## src/verilog/icache_cfg.svh

```systemverilog
/* icache geometry and bus encodings
   two ways, 256 sets, eight 32-bit words per line */
`ifndef ICACHE_CFG_SVH
`define ICACHE_CFG_SVH

`define ICACHE_WAYS        2
`define ICACHE_INDEX_W     8
`define ICACHE_TAG_W       19
`define ICACHE_OFFSET_W    5
`define ICACHE_LINE_WORDS  8
`define ICACHE_WORD_W      32

// word number within a line from the upper offset bits
`define ICACHE_WSEL_W      (`ICACHE_OFFSET_W - 2)
`define ICACHE_BYTE_W      (`ICACHE_OFFSET_W - `ICACHE_WSEL_W)
`define ICACHE_SETS        (1 << `ICACHE_INDEX_W)
`define ICACHE_ADDR_W      (`ICACHE_TAG_W + `ICACHE_INDEX_W + `ICACHE_OFFSET_W)

// bus read types
`define ICACHE_RD_TYPE_W   3
`define ICACHE_RD_WORD     3'd2    // single uncached word
`define ICACHE_RD_LINE     3'd7    // eight-beat line burst

`endif
```

## src/verilog/icache_pkg.sv

```systemverilog
/* icache shared types
   address views, refill write command, way result and request register */
`default_nettype none

`include "icache_cfg.svh"

package icache_pkg;

    typedef struct packed {
        logic [`ICACHE_TAG_W-1:0]   tag;
        logic [`ICACHE_INDEX_W-1:0] index;
        logic [`ICACHE_WSEL_W-1:0]  word;
        logic [`ICACHE_BYTE_W-1:0]  byte_sel;
    } addr_fields_t;

    // raw bus address or decoded fields over the same bits
    typedef union packed {
        logic [`ICACHE_ADDR_W-1:0] raw;
        addr_fields_t              f;
    } fetch_addr_u;

    typedef struct packed {
        logic [`ICACHE_WAYS-1:0]   way_sel;    // one-hot where all zero means no write
        logic [`ICACHE_WSEL_W-1:0] word;
        logic [`ICACHE_WORD_W-1:0] data;
        logic                      line_done;  // last beat sets tag and valid
    } way_wr_t;

    typedef struct packed {
        logic                      hit;
        logic                      valid;
        logic [`ICACHE_WORD_W-1:0] word1;
        logic [`ICACHE_WORD_W-1:0] word2;
    } way_resp_t;

    typedef struct packed {
        fetch_addr_u addr;
        logic        uncached;
    } fetch_req_t;

endpackage

`default_nettype wire

```

## src/verilog/icache_ctrl.sv

```systemverilog
/* icache controller
   request register, lookup/refill FSM, beat counter and bus reads */
`timescale 1ns/1ps
`default_nettype none

`include "icache_cfg.svh"

module icache_ctrl (
    input  wire                              clk,
    input  wire                              reset,
    input  wire                              valid,
    input  wire [`ICACHE_INDEX_W-1:0]        index,
    input  wire [`ICACHE_TAG_W-1:0]          tag,
    input  wire [`ICACHE_OFFSET_W-1:0]       offset,
    input  wire                              is_uncache,
    input  wire                              rd_rdy,
    input  wire                              ret_valid,
    input  wire                              ret_last,
    input  wire [`ICACHE_WORD_W-1:0]         ret_data,
    input  wire                              lookup_hit,
    input  wire [`ICACHE_WAYS-1:0]           victim_sel,
    output logic                             addr_ok,
    output logic                             rd_req,
    output logic [`ICACHE_RD_TYPE_W-1:0]     rd_type,
    output logic [`ICACHE_ADDR_W-1:0]        rd_addr,
    output logic [`ICACHE_INDEX_W-1:0]       rd_index,
    output icache_pkg::way_wr_t              way_wr,
    output icache_pkg::fetch_req_t           req,
    output logic                             refill_done,
    output logic                             in_lookup
);

    typedef enum logic [2:0] {
        st_idle,
        st_lookup,
        st_bus_req,
        st_refill,
        st_replay
    } state_e;

    state_e                     state_q;
    state_e                     state_d;
    icache_pkg::fetch_req_t     req_q;
    logic [`ICACHE_WAYS-1:0]    victim_q;
    logic [`ICACHE_WSEL_W-1:0]  beat_cnt;
    logic                       accept;
    logic                       line_beat;

    assign accept      = valid && addr_ok;
    assign line_beat   = (state_q == st_refill) && ret_valid && !req_q.uncached;
    assign refill_done = line_beat && ret_last;
    assign in_lookup   = (state_q == st_lookup);
    assign req         = req_q;

    // new request index when accepting, otherwise re-read the pending set
    assign rd_index = accept ? index : req_q.addr.f.index;

    always_comb begin
        case (state_q)
            st_idle:   addr_ok = 1'b1;
            st_lookup: addr_ok = lookup_hit ? valid : 1'b0;  // hit frees the slot
            default:   addr_ok = 1'b0;
        endcase
    end

    always_comb begin
        state_d = state_q;
        case (state_q)
            st_idle: begin
                if (accept) begin
                    state_d = st_lookup;
                end
            end
            st_lookup: begin
                if (!lookup_hit) begin
                    state_d = st_bus_req;  // miss or uncached
                end else if (!accept) begin
                    state_d = st_idle;
                end
            end
            st_bus_req: begin
                if (rd_rdy) begin
                    state_d = st_refill;
                end
            end
            st_refill: begin
                if (ret_valid && req_q.uncached) begin
                    state_d = st_idle;
                end else if (refill_done) begin
                    state_d = st_replay;
                end
            end
            st_replay: state_d = st_lookup;
            default:   state_d = st_idle;
        endcase
    end

    always_ff @(posedge clk) begin
        if (reset) begin
            state_q <= st_idle;
        end else begin
            state_q <= state_d;
        end
    end

    always_ff @(posedge clk) begin
        if (accept) begin
            req_q.addr.raw <= {tag, index, offset};
            req_q.uncached <= is_uncache;
        end
    end

    always_ff @(posedge clk) begin
        if (reset) begin
            victim_q <= '0;
            beat_cnt <= '0;
        end else begin
            if (in_lookup && state_d == st_bus_req) begin
                victim_q <= victim_sel;
            end
            if (state_q != st_refill) begin
                beat_cnt <= '0;
            end else if (ret_valid) begin
                beat_cnt <= beat_cnt + 1'b1;
            end
        end
    end

    always_comb begin
        way_wr.way_sel   = line_beat ? victim_q : '0;
        way_wr.word      = beat_cnt;
        way_wr.data      = ret_data;
        way_wr.line_done = refill_done;
    end

    // burst reads start at the line base
    assign rd_req  = (state_q == st_bus_req);
    assign rd_type = req_q.uncached ? `ICACHE_RD_WORD : `ICACHE_RD_LINE;
    assign rd_addr = req_q.uncached ? req_q.addr.raw :
                     {req_q.addr.f.tag, req_q.addr.f.index, {`ICACHE_OFFSET_W{1'b0}}};

endmodule

`default_nettype wire

```

## config.mk

```make
export PLATFORM = sky130hd
export DESIGN_NAME = icache_ctrl
export DESIGN_NICKNAME = d
export VERILOG_FILES = /design/src/verilog/icache_pkg.sv /design/src/verilog/icache_ctrl.sv
export VERILOG_INCLUDE_DIRS = /design/src /design/src/verilog
export SDC_FILE = /design/constraint.sdc
export NUM_CORES = 1
export LEC_CHECK = 0
export BUFFER_PORTS_ARGS = -buffer_cell sky130_fd_sc_hd__buf_2
export CAP_MARGIN = 40
export CORE_AREA = 2 2 75 77
export CTS_CLUSTER_DIAMETER = 50
export CTS_CLUSTER_SIZE = 20
export DETAILED_ROUTE_END_ITERATION = 10
export DIE_AREA = 0 0 77 79
export PLACE_DENSITY = 0.86
export SYNTH_ARGS = -nofsm -noshare
export SYNTH_HDL_FRONTEND = slang
export SYNTH_SLANG_ARGS = --single-unit
```

## constraint.sdc

```tcl
create_clock -name clk -period 3.95 [get_ports clk]
set_input_delay 0.79 -clock clk [delete_from_list [all_inputs] [get_ports clk]]
set_output_delay 0.79 -clock clk [all_outputs]
set_load 0.01 [all_outputs]
```

==> metrics.md <==
| Metric | Value |
|---|---|
| Outcome | complete, no violations |
| CTS Buffer Depth | 2 |
| DRC viols | 0 |
| Synth top area cells | edfxtp_1, buf_4, dfxtp_1, mux2_2, and2_1 |
| Area of the core | 0.00534 mm² |
| Wire per inst | 13.2 µm |
| Fin. Hold Viols | 0 |
| Unique cell type count in the Yosys netlist | 29 |
| GR Overflow Total | 0 |
| Net count, final | roughly 300 |
| Clk sinks | a little over 40 |
| Tmin final | 2.54 ns |
| Kind of critical path | in2out |
| Post-CTS sizing | 0 |
| Worst setup EP type | output pin |
| TritonRoute pass-1 iters | 4 |
| IO Port Bufs | 126 |
| Vias/cell | roughly 4.3 |
| Total GRT Usage | 0.127 |
| Final setup margin | about 1.4 ns |
| Vias in the first global route | 1210 |
| Critical path origin | lookup_hit |
| Inst Count DP | 296 |
| DP HPWL | 3240 µm |
| Setup tns final | 0 ns |
| Sequential Power Share | 0.551 |
| Pleak | 0.00110 µW |
| Layout cell share with drive strength beyond 1 | 0.629 |
| Min-delay worst type | reg2reg |
| Avg Inst Size Synth | approximately 13 µm² |
| Placer Congestion | 0.676 |
| Ports | 192 |
| Depth of the CTS H-tree | 2 |
| Commonest non-fill, non-tap cell in the layout | buf_2 |
| Routed WL | 4000 µm |
| Post-route ant nets | 0 |
| Die area | 0.00608 mm² |
| Mapped Area | 0.00204 mm² |
| P per Cell Area | 397 mW/mm² |
| Final worst path period share | 0.643 |
| Worst path required time | 3.16 ns |
| Most frequent cells in the layout | buf_2, edfxtp_1, and2_1, mux2_2, dfxtp_1 |
| Root Driver | clkbuf_8 |
| Reg-to-Reg Start | state_q[1] |
| Row Count | 27 |
| CTS Buf Count | 5 |
| Fmax | 394 MHz |
| Hold buffers post-CTS | 0 |
| Cell taking the most area after synthesis | edfxtp_1 |
| Sw Ratio | 0.256 |
| Final setup violation count | 0 |
| Clock Pin Slew Worst Setup and Hold Paths | 0.07 ns |
| Final Core Density | 0.447 |
| Synth Instances | 160 |
| Crit path DAT | 1.75 ns |
| Min-delay src | victim_q[0] |
| Share of total power in the clock network | 0.275 |
| Initial antenna violation count | 0 |
| CTS tree | done |
| Crit path launch type | input pin |
| Cell area after layout | 0.00238 mm² |
| RSZ-0062 raised after global routing | no |
| Part of the power in combinational logic | 0.174 |
| Worst Skew | around 0.0073 ns |
| Switching pwr | about 240 µW |
| Post-synthesis net count | 235 |
| P_int | 704 µW |
| Die W | 77 µm |
| ANT cells | 0 |
| Post-CTS Setup Inserts | 0 |
| FF+latch count, synth | 41 |
| Starting Density | 0.383 |
| Iter 0 DRT Violations | 37 |
| Asr flop ratio synth | 0 |
| Vias | 1317 |
| Crit path max fanout | 9 |
| Area share of the largest cell type after synthesis | 0.485 |
| EDFF count, synth | 33 |
| Yosys warns | 0 |
| First-pass GRT wire length | 5980 µm |
| Peak supply drop | 0.186 mV |
| Largest net degree at the start of global routing | 34 |
| Layout Cells excl Fill | 304 |
| Sequential share of the synthesized area | 0.563 |
| Fillers | about 540 |
| Max-cap violations | 0 |
| Dpl cell area | 0.00230 mm² |
| Die Ht | 79 µm |
| Post-Place Setup Slack | 1.40 ns |
| Slew Limit Fails | 0 |
| Top FF cell, synth | edfxtp_1 |
| Clock Latency Late Sink | about 0.28 ns |
| Area Overhead vs Synth | 16.6% |
registers in the layout, indices dropped and copies added (netlist names):
| register | cells |
|---|---|
| beat_cnt | 3 |
| req | 33 |
| state_q | 3 |
| victim_q | 2 |
worst max-delay path: stages:
cell      delay (ns)
buf_2           0.13
nand2b_1        0.18
nand3_4         0.16
mux2_2          0.35
buf_2           0.14
cells by family after synthesis:
logic type,Yosys count,synth area share
adder cells (fa/ha/maj),1,0.00612
buffers and inverters,67,0.241
flip-flops,41,0.563
multiplexers,11,0.0588
AO/OA/AOI/OAI,6,0.0190
other,1,0.00183
XOR/XNOR,2,0.00857
AND/OR/NAND/NOR,31,0.102
path summary, 6_finish.rpt:
kind | cells past startpoint | to | slack [ns]
setup reg to reg | 4 | req[1] | 2.36
setup / recovery | 5 | rd_index[2] | 1.41
hold / removal | 2 | victim_q[0] | 0.48
hold reg to reg | 2 | victim_q[0] | 0.48
cell type report:
class                           count  area (µm²)  share of cell area
Timing Repair Buffer              127         638               0.268
Tap cell                           72        90.1              0.0378
Multi-Input combinational cell     52         402               0.169
Inverter                            4        15.0             0.00630
Clock buffer                        6        72.6              0.0304
Clock inverter                      2        15.0             0.00630
Sequential cell                    41        1150               0.483
routing by layer:
layer | vias up | wire, µm | GRT usage
li1 | 616 | - | -
met1 | 598 | 1430 | 0.139
met2 | 95 | 2080 | 0.223
met3 | 8 | 441 | 0.0500
met4 | 0 | 48 | 0.0518
met5 | - | 0 | 0
power by group through the flow:
stage | registers [µW] | logic, µW | clock network, µW
2_1_floorplan | 542 | 129 | 0
3_3_place_gp | 530 | 165 | 0
3_5_place_dp | 531 | 167 | 0
4_1_cts | 522 | 167 | 276
5_1_grt | 527 | 178 | 293
6_report | 521 | 165 | 261
stage by stage:
step | hold slack [ns] | power (µW)
global route | 0.528 | 998
finish | 0.485 | 947
global placement | 0.466 | 695
floorplan | 0.452 | 671
CTS | 0.493 | 965
detailed placement | 0.474 | 698
synth_stat cells (2+ instances only):
library cell,number
dfxtp_1,8
nand2_1,3
buf_4,62
o21ai_0,2
edfxtp_1,33
inv_1,4
a31oi_1,2
nor2_1,6
mux2i_1,3
mux2_2,8
and2_1,8
nand2b_1,4
(Power assumes the default switching activity.)
