## config.mk

```make
export PLATFORM = sky130hd
export DESIGN_NAME = icache_fetch_merge
export DESIGN_NICKNAME = d
export VERILOG_FILES = /design/src/verilog/icache_pkg.sv /design/src/verilog/icache_fetch_merge.sv
export VERILOG_INCLUDE_DIRS = /design/src /design/src/verilog
export SDC_FILE = /design/constraint.sdc
export NUM_CORES = 1
export LEC_CHECK = 0
export BUFFER_PORTS_ARGS = -buffer_cell sky130_fd_sc_hd__clkbuf_2
export CAP_MARGIN = 20
export CORE_AREA = 3 3 104 106
export CTS_BUF_LIST = sky130_fd_sc_hd__clkbuf_2 sky130_fd_sc_hd__clkbuf_4 sky130_fd_sc_hd__clkbuf_8
export CTS_CLUSTER_DIAMETER = 200
export DETAILED_ROUTE_END_ITERATION = 12
export DIE_AREA = 0 0 107 109
export PLACE_DENSITY = 0.57
export SLEW_MARGIN = 30
export SYNTH_ARGS = -nofsm -noshare
export SYNTH_HDL_FRONTEND = slang
export SYNTH_SLANG_ARGS = --single-unit
```

## constraint.sdc

```tcl
create_clock -name clk -period 0.8 [get_ports clk]
set_input_delay 0.04 -clock clk [delete_from_list [all_inputs] [get_ports clk]]
set_output_delay 0.04 -clock clk [all_outputs]
set_load 0.01 [all_outputs]
```

## src/verilog/icache_cfg.svh

```systemverilog
/* icache geometry and bus encodings
   two ways, 256 sets, eight 32-bit words per line */
`ifndef ICACHE_CFG_SVH
`define ICACHE_CFG_SVH

`define ICACHE_WAYS        2
`define ICACHE_INDEX_W     8
`define ICACHE_TAG_W       19
`define ICACHE_OFFSET_W    5
`define ICACHE_LINE_WORDS  8
`define ICACHE_WORD_W      32

// word number within a line from the upper offset bits
`define ICACHE_WSEL_W      (`ICACHE_OFFSET_W - 2)
`define ICACHE_BYTE_W      (`ICACHE_OFFSET_W - `ICACHE_WSEL_W)
`define ICACHE_SETS        (1 << `ICACHE_INDEX_W)
`define ICACHE_ADDR_W      (`ICACHE_TAG_W + `ICACHE_INDEX_W + `ICACHE_OFFSET_W)

// bus read types
`define ICACHE_RD_TYPE_W   3
`define ICACHE_RD_WORD     3'd2    // single uncached word
`define ICACHE_RD_LINE     3'd7    // eight-beat line burst

`endif
```

## src/verilog/icache_pkg.sv

```systemverilog
/* icache shared types
   address views, refill write command, way result and request register */
`default_nettype none

`include "icache_cfg.svh"

package icache_pkg;

    typedef struct packed {
        logic [`ICACHE_TAG_W-1:0]   tag;
        logic [`ICACHE_INDEX_W-1:0] index;
        logic [`ICACHE_WSEL_W-1:0]  word;
        logic [`ICACHE_BYTE_W-1:0]  byte_sel;
    } addr_fields_t;

    // raw bus address or decoded fields over the same bits
    typedef union packed {
        logic [`ICACHE_ADDR_W-1:0] raw;
        addr_fields_t              f;
    } fetch_addr_u;

    typedef struct packed {
        logic [`ICACHE_WAYS-1:0]   way_sel;    // one-hot where all zero means no write
        logic [`ICACHE_WSEL_W-1:0] word;
        logic [`ICACHE_WORD_W-1:0] data;
        logic                      line_done;  // last beat sets tag and valid
    } way_wr_t;

    typedef struct packed {
        logic                      hit;
        logic                      valid;
        logic [`ICACHE_WORD_W-1:0] word1;
        logic [`ICACHE_WORD_W-1:0] word2;
    } way_resp_t;

    typedef struct packed {
        fetch_addr_u addr;
        logic        uncached;
    } fetch_req_t;

endpackage

`default_nettype wire

```

## src/verilog/icache_fetch_merge.sv

```systemverilog
/* icache result merge
   hit select across ways, uncached data return and victim choice */
`timescale 1ns/1ps
`default_nettype none

`include "icache_cfg.svh"

module icache_fetch_merge (
    input  wire                                       clk,
    input  wire                                       reset,
    input  wire icache_pkg::way_resp_t [`ICACHE_WAYS-1:0] resp,
    input  wire icache_pkg::fetch_req_t               req,
    input  wire                                       ret_valid,
    input  wire [`ICACHE_WORD_W-1:0]                  ret_data,
    input  wire                                       refill_done,
    input  wire                                       in_lookup,
    output logic                                      lookup_hit,
    output logic [`ICACHE_WAYS-1:0]                   victim_sel,
    output logic [`ICACHE_WORD_W-1:0]                 inst_rdata1,
    output logic [`ICACHE_WORD_W-1:0]                 inst_rdata2,
    output logic                                      inst_rdata1_ok,
    output logic                                      inst_rdata2_ok
);

    localparam int RR_W = (`ICACHE_WAYS > 1) ? $clog2(`ICACHE_WAYS) : 1;

    logic [RR_W-1:0]            rr_q;
    logic                       any_hit;
    logic [`ICACHE_WORD_W-1:0]  hit_word1;
    logic [`ICACHE_WORD_W-1:0]  hit_word2;

    always_comb begin
        any_hit   = 1'b0;
        hit_word1 = '0;
        hit_word2 = '0;
        for (int w = 0; w < `ICACHE_WAYS; w++) begin
            if (resp[w].hit) begin
                any_hit   = 1'b1;
                hit_word1 = hit_word1 | resp[w].word1;
                hit_word2 = hit_word2 | resp[w].word2;
            end
        end
    end

    assign lookup_hit = any_hit && !req.uncached;

    assign inst_rdata1    = req.uncached ? ret_data : hit_word1;
    assign inst_rdata2    = hit_word2;
    assign inst_rdata1_ok = (in_lookup && lookup_hit) || (req.uncached && ret_valid);
    assign inst_rdata2_ok = in_lookup && lookup_hit;

    // lowest invalid way wins, else round robin
    always_comb begin
        victim_sel       = '0;
        victim_sel[rr_q] = 1'b1;
        for (int w = `ICACHE_WAYS - 1; w >= 0; w--) begin
            if (!resp[w].valid) begin
                victim_sel    = '0;
                victim_sel[w] = 1'b1;
            end
        end
    end

    always_ff @(posedge clk) begin
        if (reset) begin
            rr_q <= '0;
        end else if (refill_done) begin
            if (rr_q == RR_W'(`ICACHE_WAYS - 1)) begin
                rr_q <= '0;
            end else begin
                rr_q <= rr_q + 1'b1;
            end
        end
    end

endmodule

`default_nettype wire

```

==> flow_summary_export.csv, run 1 <==
group,metric,value,unit
critical_path,cp.arrival,0.82,ns
hold_path,hold_path_class,"in2reg",
finish,syn_to_final_growth,160,%
critical_path,crit_slowest_cell,"a22o_1",
synthesis,synth_xor_area_share,0.803,%
synthesis,syn_area,0.00109,mm²
floorplan,start_util,11.1,%
pwr,power_density,631,mW/mm²
sta,finalHoldViolCount,0,
grt,antenna_found_initial,0,
critical_path,r2r_start,"rr_q",
routing,routed_wl,8010,µm
place,hpwl,6680,µm
synthesis,syn_area_per_cell,6.78,µm²
floorplan,num_io_pins,271,
finish,antennaDiodeCount,0,
critical_path,max_stage_delay,0.19,ns
sta,rsz0062_at_grt,"true",
synthesis,seq_area_frac_synth,1.83,%
finish,n_fill_cell,1083,
sta,worst_slack,-0.0609,ns
critical_path,ff2ff_setup_slack,0.16,ns
grt,globalRouteMet2Util,23.4,%
synthesis,synth_flop_cell,"dfxtp_1",
critical_path,critPathLaunchType,"input pin",
grt,busiest_layer,"met2",
finish,regArea,20.0,µm²
sta,max_freq,1160,MHz
synthesis,yosysTopAreaCell,"a22o_1",
routing,routed_via_density,4.35,
finish,drive_above_1_share,73.2,%
finish,multi_input_area,0.00100,mm²
synthesis,synthMuxAreaShare,0,%
synthesis,yosys.area_share.simple,12.7,%
run,cap_violations,0,
pwr,vdd_drop_max,0.342,mV
critical_path,path_cells,"clkbuf_16, buf_12, clkbuf_16, a22o_1, buf_2",
synthesis,synthTopCellsByArea,"a22o_1 26%, a22oi_1 17%, o21ai_1 12%",
finish,fin_cells,532,
hold_path,min_from,"reset",
routing,ant_nets,0,
floorplan,fp.dieH,109,µm
grt,grt.total_usage,12.0,%
hold_path,min_to,"rr_q",
finish,top_regs,"rr_q (1)",
routing,drtIter0Drc,94,
grt,globalRouteOverflowTotal,0,
synthesis,async_reset_ff_share,0,%
sta,relSlewSlack,87.0,%
hold_path,hold_path_depth,2,
sta,worst_pin_slew,0.195,ns
synthesis,ys_types,16,
critical_path,crit_path_frequent_cell,"clkbuf_16",
synthesis,yosysTopAreaCellShare,25.7,%
critical_path,startpoint,"resp[65]",
cts,clkLatencyLatePin,0,ns
sta,report.final.slew_viol_count,0,
sta,tns,-1.09,ns
floorplan,core_area,0.00986,mm²
place,post-place-cells,523,
finish,num-nets-final,603,
outcome,violations,"negative setup slack",
synthesis,ys_ff_latch,1,
grt,grt_pass1_wl,11200,µm
synthesis,synth_warnings,0,
critical_path,ff2ff_path_depth,2,
place,port_buffers,238,
floorplan,rows,36,
floorplan,die_w,107,µm
synthesis,synthTopCellsByCount,"33 x nand2_1, 32 x a22o_1, 27 x o21ai_1, 25 x a22oi_1, 8 x buf_4",
grt,grt_util_met1,15.0,%
routing,drt_pre_antenna_iters,4,
synthesis,syn_inst,161,
routing,via_count,2314,
synthesis,synth-edff-count,0,
critical_path,worstPathMaxFanout,7,
routing,wl_per_cell,15.1,µm
cts,path_clk_slew,0,ns
grt,first_global_vias,2233,
critical_path,worst-setup-path-type,"in2out",
sta,skew,0,ns
outcome,status,"finished, violations left",
grt,grt.met3_usage,1.42,%
synthesis,synth_compound_area_share,70.1,%
place,gp_congestion,0.692,
synthesis,synthAdderAreaFrac,0,%
sta,post-route-min-period,0.861,ns
critical_path,r2r_end,"rr_q",
sta,layout_worst_path_cycle_share,108,%
critical_path,crit_path_end_kind,"output pin",
routing,drt_drc_violations_left,0,
pwr,leakagePower,1.59,nW
place,pre_cts_ws,-0.152,ns
finish,largest_register_ffs,1,
floorplan,dieArea,0.0117,mm²
sta,timing.final.setup_violations,39,
grt,grt_max_degree,37,
synthesis,synth_top_family_by_area,"compound AO/OA/AOI/OAI gates",
critical_path,cp_data_required_time,0.76,ns
synthesis,synth_most_common_cell,"nand2_1",
synthesis,syn_nets,363,
finish,regMostFlops,"rr_q",
layout make-up:
| type | instances | area share [%] |
|---|---|---|
| timing repair buffer | 259 | 57.9 |
| multi-input combinational | 138 | 35.4 |
| tap | 133 | 5.86 |
| sequential | 1 | 0.705 |
| inverter | 1 | 0.132 |
cells by family after synthesis:
| kind of cell | after synthesis |
|---|---|
| buffers and inverters | 22 |
| xor gates and xnor gates | 1 |
| and+or+nand+nor | 37 |
| DFF | 1 |
| AOI/OAI and AO/OA | 100 |
cell usage in the layout (no fill, tap or decap):
master	count
a22oi_2	24
o21a_1	1
buf_12	8
clkbuf_2	220
buf_6	3
buf_16	3
nor2_1	4
o21ai_1	25
inv_1	1
bufbuf_16	1
a22o_1	32
dfxtp_1	1
xnor2_1	1
buf_4	2
o21ai_2	9
clkbuf_16	5
a22oi_1	8
o21ai_0	1
buf_8	1
nand2_1	33
buf_2	16
worst max path at each step:
stage / endpoint / slack (ns) / cells past startpoint
2_1_floorplan: victim_sel[0] / 0.16 / 1
3_3_place_gp: inst_rdata2[2] / -0.1 / 5
3_5_place_dp: inst_rdata2[8] / -0.15 / 5
4_1_cts: inst_rdata1[4] / -0.06 / 6
5_1_grt: inst_rdata1[4] / -0.08 / 6
6_report: inst_rdata2[7] / -0.06 / 5
routing by layer:
layer,up-vias,routed length (µm)
met5,-,0
met3,0,709
met1,1062,3130
met4,0,0
met2,144,4170
li1,1108,-
per-stage QoR:
step           hold slack [ns]  cell area, µm²  power [mW]  utilization, %
2_1_floorplan            0.112            1090       0.756               -
3_3_place_gp             0.200            2470        1.56            25.1
3_5_place_dp             0.199            2470        1.59            25.1
4_1_cts                  0.199            2710        1.74            27.4
5_1_grt                  0.216            2840        1.95            28.8
6_report                 0.198            2840        1.79            28.8
power by group:
group / total [mW] / internal, mW / switching, mW
registers: 0.0617 / 0.0564 / 0.00536
clock network: 0 / 0 / 0
logic: 1.73 / 0.952 / 0.779
worst max-delay path, delay by kind of cell:
kind / cells / cell delay, ns
compound gates: 1 / 0.19
buf+inv: 4 / 0.58
repair_timing:
action | CTS | global route
endpoints found under the setup margin | 51 | 54
gates cloned | 3 | 4
hold buffers | 0 | 0
resized for setup | 25 | 26
setup buffers | 2 | 0
pin swaps | 5 | 9
(Power assumes the default switching activity.)
==> inputs of run 2 (changes only) <==
- RECOVER_POWER: not set -> 25
==> flow_summary_export.csv, run 2 (synthesized netlist as in run 1, its figures left out) <==
group,metric,value,unit
sta,worst_slack,-0.0609,ns
floorplan,start_util,11.1,%
floorplan,rows,36,
sta,worst_pin_slew,0.195,ns
grt,first_global_vias,2233,
finish,final_area,0.00284,mm²
routing,drt_drc_violations_left,0,
routing,wl_per_cell,15.1,µm
place,hpwl,6680,µm
sta,finalHoldViolCount,0,
finish,antennaDiodeCount,0,
sta,layout_worst_path_cycle_share,108,%
routing,drtIter0Drc,94,
place,port_buffers,238,
finish,layout_common_cells,"219 x clkbuf_2, 33 x nand2_1, 32 x a22o_1",
cts,clkLatencyLatePin,0,ns
finish,n_fill_cell,1084,
cts,cts_hold_buf,0,
pwr,power_density,631,mW/mm²
floorplan,num_io_pins,271,
sta,post-route-min-period,0.861,ns
pwr,leakagePower,1.59,nW
sta,timing.final.setup_violations,39,
finish,top_regs,"rr_q (1)",
sta,relSlewSlack,87.0,%
run,cap_violations,0,
finish,drive_above_1_share,72.9,%
grt,grt.total_usage,12.0,%
routing,routed_wl,8010,µm
place,gp_congestion,0.692,
critical_path,cp.arrival,0.82,ns
critical_path,worst-setup-path-type,"in2out",
routing,drt_pre_antenna_iters,4,
pwr,clkPwrFrac,0,%
finish,regMostFlops,"rr_q",
floorplan,fp.dieH,109,µm
pwr,totalPowerFinal,1.79,mW
place,post-place-cells,523,
critical_path,crit_path_end_kind,"output pin",
hold_path,hold_path_depth,2,
finish,num-nets-final,603,
pwr,pwr-share-seq,3.4,%
cts,path_clk_slew,0,ns
grt,globalRouteOverflowTotal,0,
pwr,p_int,1.01,mW
grt,grt_max_degree,37,
critical_path,critPathLaunchType,"input pin",
finish,final_common_cell,"clkbuf_2",
sta,report.final.slew_viol_count,0,
routing,ant_nets,0,
hold_path,hold_path_class,"in2reg",
critical_path,worstPathMaxFanout,7,
outcome,violations,"negative setup slack",
sta,skew,0,ns
critical_path,ff2ff_path_depth,2,
critical_path,cp_data_required_time,0.76,ns
finish,largest_register_ffs,1,
grt,antenna_found_initial,0,
sta,max_freq,1160,MHz
pwr,p_sw,0.784,mW
pwr,power_switching_share,43.8,%
floorplan,die_w,107,µm
outcome,status,"finished, violations left",
critical_path,ff2ff_setup_slack,0.16,ns
pwr,power_frac_comb,96.6,%
floorplan,dieArea,0.0117,mm²
finish,fin_cells,532,
place,postPlaceCellArea,0.00247,mm²
pwr,vdd_drop_max,0.342,mV
place,pre_cts_ws,-0.152,ns
routing,via_count,2314,
routing,routed_via_density,4.35,
finish,syn_to_final_growth,160,%
floorplan,core_area,0.00986,mm²
finish,final_util,28.8,%
grt,grt_pass1_wl,11200,µm
sta,rsz0062_at_grt,"true",
-- run 2: cell counts in the layout (fill, tap and decap cells not counted) --
No cell type changed its count.
-- run 2: what timing repair did --
item,4_1_cts,5_1_grt
endpoints found under the setup margin,51,54
hold endpoints to repair,0,0
gates resized for setup,25,26
buffers inserted,2,0
gates cloned,3,4
pin swaps,5,9
-- run 2: worst paths after layout --
kind	end	from
hold / removal	rr_q	reset
hold reg to reg	rr_q	rr_q
setup / recovery	inst_rdata2[7]	resp[65]
setup reg to reg	rr_q	rr_q
-- run 2: power by group through the flow --
| stage | clock network, mW | logic (mW) | registers (mW) |
|---|---|---|---|
| 2_1_floorplan | 0 | 0.696 | 0.0599 |
| 3_3_place_gp | 0 | 1.50 | 0.0610 |
| 3_5_place_dp | 0 | 1.53 | 0.0616 |
| 4_1_cts | 0 | 1.68 | 0.0617 |
| 5_1_grt | 0 | 1.88 | 0.0625 |
| 6_report | 0 | 1.73 | 0.0617 |
-- run 2: final cells by class --
type,instances,area [µm²],area share [%]
timing repair buffer,259,1640,57.9
tap,133,166,5.86
inverter,1,3.75,0.132
multi-input combinational,138,1000,35.4
sequential,1,20.0,0.705
-- run 2: routing by layer --
metal	track usage [%]	wire (µm)	vias to the layer above
met2	23.4	4170	144
met4	0	0	0
met5	0	0	-
met1	15.0	3130	1062
met3	1.42	708	0
li1	-	-	1108
-- run 2: worst max-delay path, stage by stage --
cell	delay, ns
clkbuf_16	0.14
buf_12	0.15
clkbuf_16	0.15
a22o_1	0.19
buf_2	0.14
-- run 2: stage by stage --
step / setup TNS (ns) / hold WS (ns)
after floorplan: 0 / 0.112
after global placement: -2.39 / 0.200
after detailed placement: -3.70 / 0.199
after CTS: -1.30 / 0.199
after global routing: -2.77 / 0.216
final: -1.09 / 0.198
